### config.mk
export PLATFORM = sky130hd
export DESIGN_NAME = video_proc_top
export DESIGN_NICKNAME = d
export VERILOG_FILES = /design/src/logic/vp_pkg.sv /design/src/logic/pix_stream_if.sv /design/src/logic/frame_ctrl.sv /design/src/logic/pixel_counter.sv /design/src/logic/window_cutter.sv /design/src/logic/luma_conv.sv /design/src/logic/pixel_classifier.sv /design/src/logic/video_proc_top.sv
export SDC_FILE = /design/constraint.sdc
export NUM_CORES = 1
export LEC_CHECK = 0
export ABC_CLOCK_PERIOD_IN_PS = 5600
export CAP_MARGIN = 20
export CORE_MARGIN = 8
export CORE_UTILIZATION = 25
export DETAILED_ROUTE_END_ITERATION = 16
export DONT_BUFFER_PORTS = 1
export GPL_TIMING_DRIVEN = 0
export HOLD_SLACK_MARGIN = 0.15
export PLACE_DENSITY_LB_ADDON = 0.25
export SYNTH_ARGS = -nofsm -noshare
export SYNTH_HDL_FRONTEND = slang
export SYNTH_HIERARCHICAL = 1
export SYNTH_SLANG_ARGS = --single-unit
### constraint.sdc
create_clock -name vi_clk -period 5.6 [get_ports vi_clk]
set_input_delay 0.56 -clock vi_clk [delete_from_list [all_inputs] [get_ports vi_clk]]
set_output_delay 0.56 -clock vi_clk [all_outputs]
set_load 0.02 [all_outputs]
### src/logic/vp_pkg.sv
package vp_pkg;

    // ---------------------------------------------------------
    // Widths
    // ---------------------------------------------------------
    localparam int PIX_W      = 16;  // RGB565
    localparam int COORD_W    = 11;  // Column and line positions
    localparam int LUMA_W     = 8;   // Luma and both thresholds
    localparam int PIPE_DEPTH = 4;   // Register stages from vi ports to vp ports

    // Output colours of the binary and edge products
    localparam logic [PIX_W-1:0] WHITE565 = 16'hffff;
    localparam logic [PIX_W-1:0] BLACK565 = 16'h0000;

    // Luma weights, sum scaled by 256
    localparam logic [LUMA_W-1:0] LUMA_KR = 8'd77;
    localparam logic [LUMA_W-1:0] LUMA_KG = 8'd150;
    localparam logic [LUMA_W-1:0] LUMA_KB = 8'd29;

    // ---------------------------------------------------------
    // Types
    // ---------------------------------------------------------
    typedef enum logic [1:0] {
        MODE_BYPASS = 2'd0,  // Pixel as received
        MODE_GRAY   = 2'd1,  // Luma packed to 565
        MODE_BINARY = 2'd2,  // Luma against bin_th
        MODE_EDGE   = 2'd3   // Horizontal gradient against edge_th
    } vp_mode_e;

    typedef enum logic [0:0] {
        WAIT_SYNC = 1'b0,  // No vsync seen since reset
        IN_FRAME  = 1'b1
    } frame_state_e;

    // Per-frame configuration, latched on vsync
    typedef struct packed {
        vp_mode_e           mode;
        logic [COORD_W-1:0] start_x;
        logic [COORD_W-1:0] start_y;
        logic [COORD_W-1:0] end_x;    // Exclusive
        logic [COORD_W-1:0] end_y;    // Exclusive
        logic [LUMA_W-1:0]  bin_th;
        logic [LUMA_W-1:0]  edge_th;
    } vp_cfg_t;

endpackage

### src/logic/pix_stream_if.sv
`timescale 1ns/1ps

// Pixel stream between two pipeline stages
// No back-pressure, the receiver takes every cycle
interface pix_stream_if;

    logic                       vs;    // Frame sync, de low while high
    logic                       de;    // Pixel valid
    logic [vp_pkg::PIX_W-1:0]   pix;   // RGB565
    logic [vp_pkg::LUMA_W-1:0]  luma;  // Zero until the luma stage
    logic [vp_pkg::COORD_W-1:0] x;     // Column within the line
    logic [vp_pkg::COORD_W-1:0] y;     // Line within the frame

    // Sending stage
    modport src (
        output vs, de, pix, luma, x, y
    );

    // Receiving stage
    modport dst (
        input vs, de, pix, luma, x, y
    );

endinterface

### src/logic/frame_ctrl.sv
`timescale 1ns/1ps

module frame_ctrl (
    input  logic                       vi_clk,
    input  logic                       rst_n,
    input  logic                       vi_vs,

    // Live configuration ports
    input  vp_pkg::vp_mode_e           mode,
    input  logic [vp_pkg::COORD_W-1:0] start_x,
    input  logic [vp_pkg::COORD_W-1:0] start_y,
    input  logic [vp_pkg::COORD_W-1:0] end_x,
    input  logic [vp_pkg::COORD_W-1:0] end_y,
    input  logic [vp_pkg::LUMA_W-1:0]  bin_th,
    input  logic [vp_pkg::LUMA_W-1:0]  edge_th,

    output vp_pkg::vp_cfg_t            cfg,       // Frame-stable copy
    output logic                       frame_en   // High once the first frame has begun
);

    vp_pkg::frame_state_e state;
    vp_pkg::frame_state_e state_nxt;
    logic                 vs_d;      // vi_vs one cycle back
    logic                 vs_rise;

    assign vs_rise = vi_vs & ~vs_d;

    // ---------------------------------------------------------
    // Frame FSM
    // ---------------------------------------------------------
    always_comb begin
        state_nxt = state;
        case (state)
            vp_pkg::WAIT_SYNC: begin
                if (vs_rise) begin
                    state_nxt = vp_pkg::IN_FRAME;  // First vsync starts taking pixels
                end
            end
            vp_pkg::IN_FRAME: state_nxt = vp_pkg::IN_FRAME;  // Stays until reset
            default:          state_nxt = vp_pkg::WAIT_SYNC;
        endcase
    end

    always_ff @(posedge vi_clk) begin
        if (!rst_n) begin
            state <= vp_pkg::WAIT_SYNC;
            vs_d  <= 1'b0;
        end else begin
            state <= state_nxt;
            vs_d  <= vi_vs;
        end
    end

    assign frame_en = (state == vp_pkg::IN_FRAME);

    // ---------------------------------------------------------
    // Configuration latch
    // ---------------------------------------------------------
    // Sampled only on the vsync rising edge so a frame never sees a change
    always_ff @(posedge vi_clk) begin
        if (!rst_n) begin
            cfg       <= '0;
            cfg.end_x <= '1;  // Full window until the first vsync
            cfg.end_y <= '1;
        end else if (vs_rise) begin
            cfg.mode    <= mode;
            cfg.start_x <= start_x;
            cfg.start_y <= start_y;
            cfg.end_x   <= end_x;
            cfg.end_y   <= end_y;
            cfg.bin_th  <= bin_th;
            cfg.edge_th <= edge_th;
        end
    end

    // Window latched on vsync must be non-empty in both axes
    a_window_order : assert property (@(posedge vi_clk) disable iff (!rst_n)
        vs_rise |=> (cfg.start_x < cfg.end_x) && (cfg.start_y < cfg.end_y));

endmodule

### src/logic/pixel_counter.sv
`timescale 1ns/1ps

module pixel_counter (
    input  logic                     vi_clk,
    input  logic                     rst_n,
    input  logic                     frame_en,  // Low until the first vsync
    input  logic                     vi_vs,
    input  logic                     vi_de,
    input  logic [vp_pkg::PIX_W-1:0] vi_data,
    pix_stream_if.src                out
);

    logic [vp_pkg::COORD_W-1:0] x_cnt;  // Position of the next pixel in the line
    logic [vp_pkg::COORD_W-1:0] y_cnt;  // Lines finished in this frame
    logic                       de_ok;

    // A frame already running at reset is dropped
    assign de_ok = vi_de & frame_en;

    // ---------------------------------------------------------
    // Control and coordinates
    // ---------------------------------------------------------
    always_ff @(posedge vi_clk) begin
        if (!rst_n) begin
            out.vs <= 1'b0;
            out.de <= 1'b0;
            out.x  <= '0;
            out.y  <= '0;
            x_cnt  <= '0;
            y_cnt  <= '0;
        end else begin
            out.vs <= vi_vs;  // vs is never gated
            out.de <= de_ok;
            out.x  <= x_cnt;  // Coordinates of the pixel taken this cycle
            out.y  <= y_cnt;

            if (de_ok) begin
                x_cnt <= x_cnt + 1'b1;
            end else begin
                x_cnt <= '0;  // Idle cycle ends the line
            end

            if (vi_vs) begin
                y_cnt <= '0;
            end else if (out.de && !de_ok) begin
                y_cnt <= y_cnt + 1'b1;  // Falling de closes a line
            end
        end
    end

    // Pixel payload
    always_ff @(posedge vi_clk) begin
        out.pix <= vi_data;
    end

    assign out.luma = '0;  // Not yet computed

    // Source must keep de low during vsync
    a_no_de_in_vs : assert property (@(posedge vi_clk) disable iff (!rst_n)
        vi_vs |-> !vi_de);

endmodule

### src/logic/window_cutter.sv
`timescale 1ns/1ps

module window_cutter (
    input  logic            vi_clk,
    input  logic            rst_n,
    input  vp_pkg::vp_cfg_t cfg,
    pix_stream_if.dst       in,
    pix_stream_if.src       out
);

    logic in_x;    // Column inside [start_x, end_x)
    logic in_y;    // Line inside [start_y, end_y)

    assign in_x = (in.x >= cfg.start_x) && (in.x < cfg.end_x);
    assign in_y = (in.y >= cfg.start_y) && (in.y < cfg.end_y);

    // ---------------------------------------------------------
    // Crop
    // ---------------------------------------------------------
    always_ff @(posedge vi_clk) begin
        if (!rst_n) begin
            out.vs <= 1'b0;
            out.de <= 1'b0;
            out.x  <= '0;
            out.y  <= '0;
        end else begin
            out.vs <= in.vs;
            out.de <= in.de & in_x & in_y;  // Only the window survives
            out.x  <= in.x;                 // Coordinates kept for reference
            out.y  <= in.y;
        end
    end

    always_ff @(posedge vi_clk) begin
        out.pix <= in.pix;  // Pixel itself untouched
    end

    assign out.luma = '0;

endmodule

### src/logic/luma_conv.sv
`timescale 1ns/1ps

module luma_conv (
    input  logic      vi_clk,
    input  logic      rst_n,
    pix_stream_if.dst in,
    pix_stream_if.src out
);

    logic [vp_pkg::LUMA_W-1:0]   r8;
    logic [vp_pkg::LUMA_W-1:0]   g8;
    logic [vp_pkg::LUMA_W-1:0]   b8;
    logic [2*vp_pkg::LUMA_W-1:0] sum;  // Weighted sum, at most 255 * 256

    // 565 to 888 by padding low zeros
    assign r8 = {in.pix[15:11], 3'b000};
    assign g8 = {in.pix[10:5], 2'b00};
    assign b8 = {in.pix[4:0], 3'b000};

    assign sum = 16'(r8) * 16'(vp_pkg::LUMA_KR)
               + 16'(g8) * 16'(vp_pkg::LUMA_KG)
               + 16'(b8) * 16'(vp_pkg::LUMA_KB);

    always_ff @(posedge vi_clk) begin
        if (!rst_n) begin
            out.vs <= 1'b0;
            out.de <= 1'b0;
        end else begin
            out.vs <= in.vs;
            out.de <= in.de;
        end
    end

    // Payload, luma is sum / 256 truncated
    always_ff @(posedge vi_clk) begin
        out.pix  <= in.pix;
        out.luma <= sum[2*vp_pkg::LUMA_W-1:vp_pkg::LUMA_W];
    end

    // Coordinates are not carried past the crop
    assign out.x = '0;
    assign out.y = '0;

endmodule

### src/logic/pixel_classifier.sv
`timescale 1ns/1ps

module pixel_classifier (
    input  logic                     vi_clk,
    input  logic                     rst_n,
    input  vp_pkg::vp_cfg_t          cfg,
    pix_stream_if.dst                in,
    output logic                     vp_vs,
    output logic                     vp_de,
    output logic [vp_pkg::PIX_W-1:0] vp_data
);

    logic                      de_d;       // in.de one cycle back
    logic                      first_pix;  // Rising de, first pixel of a line
    logic [vp_pkg::LUMA_W-1:0] prev_luma;  // Luma of the last valid pixel
    logic [vp_pkg::LUMA_W-1:0] diff;       // |luma - prev_luma|
    logic [vp_pkg::PIX_W-1:0]  pix_nxt;

    assign first_pix = in.de & ~de_d;
    assign diff      = (in.luma >= prev_luma) ? (in.luma - prev_luma)
                                              : (prev_luma - in.luma);

    // ---------------------------------------------------------
    // Product select
    // ---------------------------------------------------------
    always_comb begin
        case (cfg.mode)
            vp_pkg::MODE_BYPASS: pix_nxt = in.pix;
            vp_pkg::MODE_GRAY:   pix_nxt = {in.luma[7:3], in.luma[7:2], in.luma[7:3]};
            vp_pkg::MODE_BINARY: begin
                pix_nxt = (in.luma >= cfg.bin_th) ? vp_pkg::WHITE565 : vp_pkg::BLACK565;
            end
            vp_pkg::MODE_EDGE: begin
                if (first_pix) begin
                    pix_nxt = vp_pkg::BLACK565;  // No left neighbour
                end else if (diff >= cfg.edge_th) begin
                    pix_nxt = vp_pkg::WHITE565;
                end else begin
                    pix_nxt = vp_pkg::BLACK565;
                end
            end
            default: pix_nxt = in.pix;
        endcase
    end

    // ---------------------------------------------------------
    // Output register
    // ---------------------------------------------------------
    always_ff @(posedge vi_clk) begin
        if (!rst_n) begin
            vp_vs   <= 1'b0;
            vp_de   <= 1'b0;
            vp_data <= '0;
            de_d    <= 1'b0;
        end else begin
            vp_vs   <= in.vs;
            vp_de   <= in.de;
            vp_data <= in.de ? pix_nxt : '0;  // Blank outside de
            de_d    <= in.de;
        end
    end

    // Neighbour for the edge product
    always_ff @(posedge vi_clk) begin
        if (in.de) begin
            prev_luma <= in.luma;
        end
    end

    // Whole pipeline must keep vs and de apart at the output
    a_no_de_out_vs : assert property (@(posedge vi_clk) disable iff (!rst_n)
        vp_vs |-> !vp_de);

endmodule

### src/logic/video_proc_top.sv
`timescale 1ns/1ps

module video_proc_top (
    input  logic                       vi_clk,
    input  logic                       rst_n,

    // Configuration, taken once per frame
    input  logic [1:0]                 mode,
    input  logic [vp_pkg::COORD_W-1:0] start_x,
    input  logic [vp_pkg::COORD_W-1:0] start_y,
    input  logic [vp_pkg::COORD_W-1:0] end_x,
    input  logic [vp_pkg::COORD_W-1:0] end_y,
    input  logic [vp_pkg::LUMA_W-1:0]  bin_th,
    input  logic [vp_pkg::LUMA_W-1:0]  edge_th,

    // Video in
    input  logic                       vi_vs,
    input  logic                       vi_de,
    input  logic [vp_pkg::PIX_W-1:0]   vi_data,

    // Video out, four cycles behind
    output logic                       vp_vs,
    output logic                       vp_de,
    output logic [vp_pkg::PIX_W-1:0]   vp_data
);

    vp_pkg::vp_cfg_t cfg;       // Frame-stable configuration
    logic            frame_en;

    pix_stream_if s_cnt ();   // Counter to cutter
    pix_stream_if s_cut ();   // Cutter to luma
    pix_stream_if s_luma ();  // Luma to classifier

    // ---------------------------------------------------------
    // Frame control
    // ---------------------------------------------------------
    frame_ctrl i_frame_ctrl (
        .vi_clk  (vi_clk),
        .rst_n   (rst_n),
        .vi_vs   (vi_vs),
        .mode    (vp_pkg::vp_mode_e'(mode)),
        .start_x (start_x),
        .start_y (start_y),
        .end_x   (end_x),
        .end_y   (end_y),
        .bin_th  (bin_th),
        .edge_th (edge_th),
        .cfg     (cfg),
        .frame_en(frame_en)
    );

    // ---------------------------------------------------------
    // Pixel pipeline
    // ---------------------------------------------------------
    pixel_counter i_pixel_counter (
        .vi_clk  (vi_clk),
        .rst_n   (rst_n),
        .frame_en(frame_en),
        .vi_vs   (vi_vs),
        .vi_de   (vi_de),
        .vi_data (vi_data),
        .out     (s_cnt.src)
    );

    window_cutter i_window_cutter (
        .vi_clk(vi_clk),
        .rst_n (rst_n),
        .cfg   (cfg),
        .in    (s_cnt.dst),
        .out   (s_cut.src)
    );

    luma_conv i_luma_conv (
        .vi_clk(vi_clk),
        .rst_n (rst_n),
        .in    (s_cut.dst),
        .out   (s_luma.src)
    );

    pixel_classifier i_pixel_classifier (
        .vi_clk (vi_clk),
        .rst_n  (rst_n),
        .cfg    (cfg),
        .in     (s_luma.dst),
        .vp_vs  (vp_vs),
        .vp_de  (vp_de),
        .vp_data(vp_data)
    );

endmodule

* Word-level counts from Yosys, hierarchy flattened
Cells that the tools add are included.
** Storage, ports and cells
- Register bits :: 195
** Cells by class
- $lt $le $gt $ge :: 7
- Muxes and demuxes :: 7
- $mul :: 3
- Bitwise logic cells :: 9
- Eq/ne operators :: 3
- Reductions and logical operators :: 8
- Add/sub/neg operators :: 6
** Operator list (number)
- $pmux W16 S4 :: 1
- $mux W16 :: 3
- $ge A8 B8 Y1 :: 3
- $add A11 B1 Y11 const B :: 2
- $ge A11 B11 Y1 :: 2
- $lt A11 B11 Y1 :: 2
- $add A15 B16 Y16 :: 1
- $add A16 B13 Y16 :: 1
- $sub A8 B8 Y8 :: 2
- $mul A6 B7 Y13 const B :: 1
- $mul A5 B7 Y12 const B :: 1
- $mul A5 B5 Y10 const B :: 1
- $mux W8 :: 1
- $and A1 B1 Y1 :: 5
- $eq A2 B2 Y1 const B :: 2
- $not A1 Y1 :: 4
- $reduce_and A2 Y1 :: 2
- $logic_and A1 B1 Y1 :: 3
- $eq A2 B1 Y1 const B :: 1
- $logic_not A2 Y1 :: 1
- $pmux W1 S2 :: 1
- $reduce_or A2 Y1 :: 1
- $logic_not A1 Y1 :: 1
- $mux W1 :: 1

* Longest topological paths before layout
- Depth after elaboration :: 6
- Gate-level depth with buffers :: 19
- Depth with buffers taken out :: 19

* Modules after synthesis
Netlist, hierarchy kept.
** By module, submodules not included
- luma_conv :: times used 1, cells each 310, area an instance 3020.4 µm²
- frame_ctrl :: times used 1, cells each 276, area an instance 2608.8 µm²
- window_cutter :: times used 1, cells each 215, area an instance 2070.7 µm²
- pixel_counter :: times used 1, cells each 176, area an instance 1960.6 µm²
- pixel_classifier :: times used 1, cells each 218, area an instance 1945.6 µm²

* Worst setup path before layout
OpenSTA, ideal clock, no wires.
- Path kind :: register to register
- Start :: register i_window_cutter.out.pix[2]
- End :: register i_luma_conv.out.luma[7]
- Path slack :: 1330 ps
- Arrival :: 4135 ps
- Buffers on the path :: 0
- Setup time :: 135 ps
- Stages on the path, launching flop included :: 19
- Cell sequence :: dfxtp_1 -> fa_1 -> ha_1 -> ha_1 -> inv_1 -> fa_1 -> nor2b_1 -> o21a_1 -> nor2_1 -> xor2_1 -> fa_1 -> inv_1 -> ha_1 -> a21oi_1 -> a21bo_2 -> o211a_1 -> o21ai_2 -> a21oi_2 -> xor2_1
** Between the ends
- Longest elaborated chain between the ends :: 2
** RTL lines
- from (decl) :: line pix_stream_if.sv:16 : output vs, de, pix, luma, x, y
- $mul A5 B5 Y10 :: line luma_conv.sv:22 : + 16'(b8) * 16'(vp_pkg::LUMA_KB);
- $add A16 B13 Y16 :: line luma_conv.sv:22
- net i_luma_conv.sum, one bit :: line luma_conv.sv:13 : logic [2*vp_pkg::LUMA_W-1:0] sum;
- to (signal assigned) :: line luma_conv.sv:37 : out.luma <= sum[2*vp_pkg::LUMA_W-1:vp_pkg::LUMA_W];
- to (decl) :: line pix_stream_if.sv:16
The timed path passes the listed nets, and every way through them passes these cells.
A chain may end at the register's enable or synchronous reset.

* Worst setup path after layout
Same ends and word-level chain as after synthesis.

==> flow_summary.ini <==
[die]
row_count = 76
core_sq_um = 42700
die_w_um = 223
start_util_pct = 25.1
io_pins = 100
dieArea_sq_um = 49800
die_h_um = 223

[clock_tree]
cts_tree = built
cts.sinks = 196
htree_levels = 4
path_clk_slew_ns = 0.08
numCtsBuffers = 17
root_buffer = clkbuf_16
insertion_delay_ns = 0.47
ctsLongestPathBuffers = 2
cts_resized = 0

[critical_path]
cp_num_cells = 18
r2r_slack_ns = 0.99
cp_top_family = adder cells
slowest_delay_ns = 0.58
crit_start = i_window_cutter/out.pix[2]
crit_path_max_fanout = 6
reg2reg_from = i_window_cutter/out.pix[2]
cp-start-kind = register
endpoint_kind = register
critical_path_required_ns = 5.95
critPathSlowestCell = dfxtp_1
cp.arrival_ns = 4.95
path_class = register to register
worst-path-buf-inv = 2
endpoint = i_luma_conv/out.luma[7]
reg2reg_depth = 18
r2r_end = i_luma_conv/out.luma[7]
path_cells = fa_1 > ha_1 > ha_1 > inv_1 > fa_1 > nor2b_1 > o21a_1 > nor2_1 > xor2_1 > fa_1 > inv_1 > ha_1 > nand3_1 > a21bo_2 > o211a_1 > o21ai_2 > a21oi_2 > xor2_1

[synth]
synth_nets = 1368
netlist_area_sq_um = 10700
synthCells = 1109
yosysWarnings = 6
syn_area_per_cell_sq_um = 9.67

[detailed_routing]
via_per_inst = 4.27
wl_um = 24900
ant_nets = 0
vias = 7272
dr.pass1.iters = 4
drtIter0Drc = 294
drc = 0
avgRoutedWirePerCell_um = 14.6

[sta]
worstMarginPinSlew_ns = 0.612
fmax_mhz = 217
timing.slew.headroom_pct = 59.2
fin_crit_ns = 4.61
tns_ns = 0
worst_slack_ns = 0.994
finClkSkew_ns = 0.0183
drv_slew = 0
period_share_pct = 82.3
rsz0062_at_grt = false
hold_viol = 0
whs_ns = 0.206
finalSetupViolCount = 0

[layout]
drive_gt1_share_pct = 6.66
fillers = 4501
final_area_sq_um = 12200
final_nets = 1403
syn2layout_area_growth_pct = 13.4
diodes = 0

[grt]
antenna_found_initial = 3
grt_pass1_wl_um = 40300
grt_pass1_vias = 7426
grt_max_degree = 20
overflow = 0
grt_usage_pct = 10.4

[power]
peakVddDrop_v = 0.000210
p_leak_nw = 5.58
power_density_nw_per_um2 = 380

[flow_run]
cap_violations = 0

[placed_design]
gp_congestion = 0.759
placed_area_sq_um = 11400
io_buffers = 0
place_hpwl_um = 19900
dpl_worst_slack_ns = 0.949

[min_path]
hold_class = input port to register

[status]
status = finished clean
-- worst register-to-register path: cells and delay by family, from the launching register on --
kind / cells / cell delay (ns)
and+or+nand+nor: 3 / 0.31
adders and majority gates: 6 / 2.38
buffers and inverters: 2 / 0.10
AOI/OAI and AO/OA: 5 / 0.80
DFF: 1 / 0.58
xor gates and xnor gates: 2 / 0.30
-- where the power goes --
part / total (mW) / switching, mW / leakage [nW] / internal, mW
logic: 1.78 / 0.946 / 3.68 / 0.835
clock network: 1.25 / 0.612 / 0.284 / 0.634
registers: 1.60 / 0.0854 / 1.62 / 1.51
-- state kept, by name, summed over array words and instances, names as in the netlist, 8 cells and up --
signal,flops
i_frame_ctrl/cfg,62
i_luma_conv/out.luma,8
i_pixel_counter/out.y,11
i_pixel_classifier/vp_data,16
i_window_cutter/out.pix,16
i_pixel_counter/y_cnt,11
i_pixel_classifier/prev_luma,8
i_luma_conv/out.pix,16
i_pixel_counter/out.x,11
i_pixel_counter/x_cnt,11
i_pixel_counter/out.pix,16
-- worst min path at each step --
stage	start	endpoint	slack [ns]	depth (start not counted)
after floorplan	i_pixel_counter/out.pix[0]	i_window_cutter/out.pix[0]	0.31	0
after global placement	i_pixel_counter/out.pix[10]	i_window_cutter/out.pix[10]	0.31	0
after detailed placement	i_pixel_counter/out.pix[14]	i_window_cutter/out.pix[14]	0.31	0
after CTS	vi_vs	i_pixel_counter/out.vs	0.16	1
after global routing	vi_vs	i_pixel_counter/out.vs	0.17	1
final	vi_vs	i_pixel_counter/out.vs	0.21	1
-- metal layers --
metal  share of wire, %  vias up  GRT usage, %
met2                 44      102          16.1
met1                 49     3336          13.5
met5              0.052        -             0
met4                2.4        2          4.59
li1                   -     3800             -
met3                4.3       32          2.89
-- cell usage in the layout (no fill, tap or decap), types with 4 or more instances in the layout --
cell and count:
a21o_1 18, a21oi_1 47, a31oi_1 4, and2_1 28, buf_12 5, buf_2 9
clkbuf_1 16, clkbuf_16 17, clkinv_4 4, dfxtp_1 188, dlygate4sd3_1 16, edfxtp_1 8
fa_1 23, ha_1 154, inv_1 153, inv_6 4, mux2i_1 46, nand2_1 104
nand2b_1 14, nand3_1 12, nand3b_1 23, nand4_1 15, nor2_1 46, nor2b_1 7
nor3_1 19, o211ai_1 29, o21a_1 11, o21ai_0 14, xnor2_1 22, xor2_1 24
-- timing repair --
action | CTS | global route
endpoints found under the setup margin | 0 | 0
hold endpoints to repair | 16 | 0
hold buffers | 16 | 0
setup buffers | 0 | 0
-- through the flow --
stage	power, mW	instances	util (%)
global route	5.02	1703	28.5
global placement	3.39	1655	26.7
CTS	4.71	1703	28.5
detailed placement	3.42	1655	26.7
finish	4.62	1703	28.5
floorplan	3.02	1109	-
-- area by class of cell --
| cell class | instances | area [sq um] | share of cell area, % |
|---|---|---|---|
| Tap cell | 546 | 683 | 5.61 |
| Sequential cell | 196 | 4000 | 32.9 |
| Clock inverter | 15 | 170 | 1.40 |
| Multi-Input combinational cell | 724 | 5890 | 48.4 |
| Timing Repair Buffer | 16 | 160 | 1.32 |
| Buffer | 36 | 262 | 2.15 |
| Clock buffer | 17 | 425 | 3.50 |
| Inverter | 153 | 574 | 4.72 |
(Power assumes the default switching activity.)
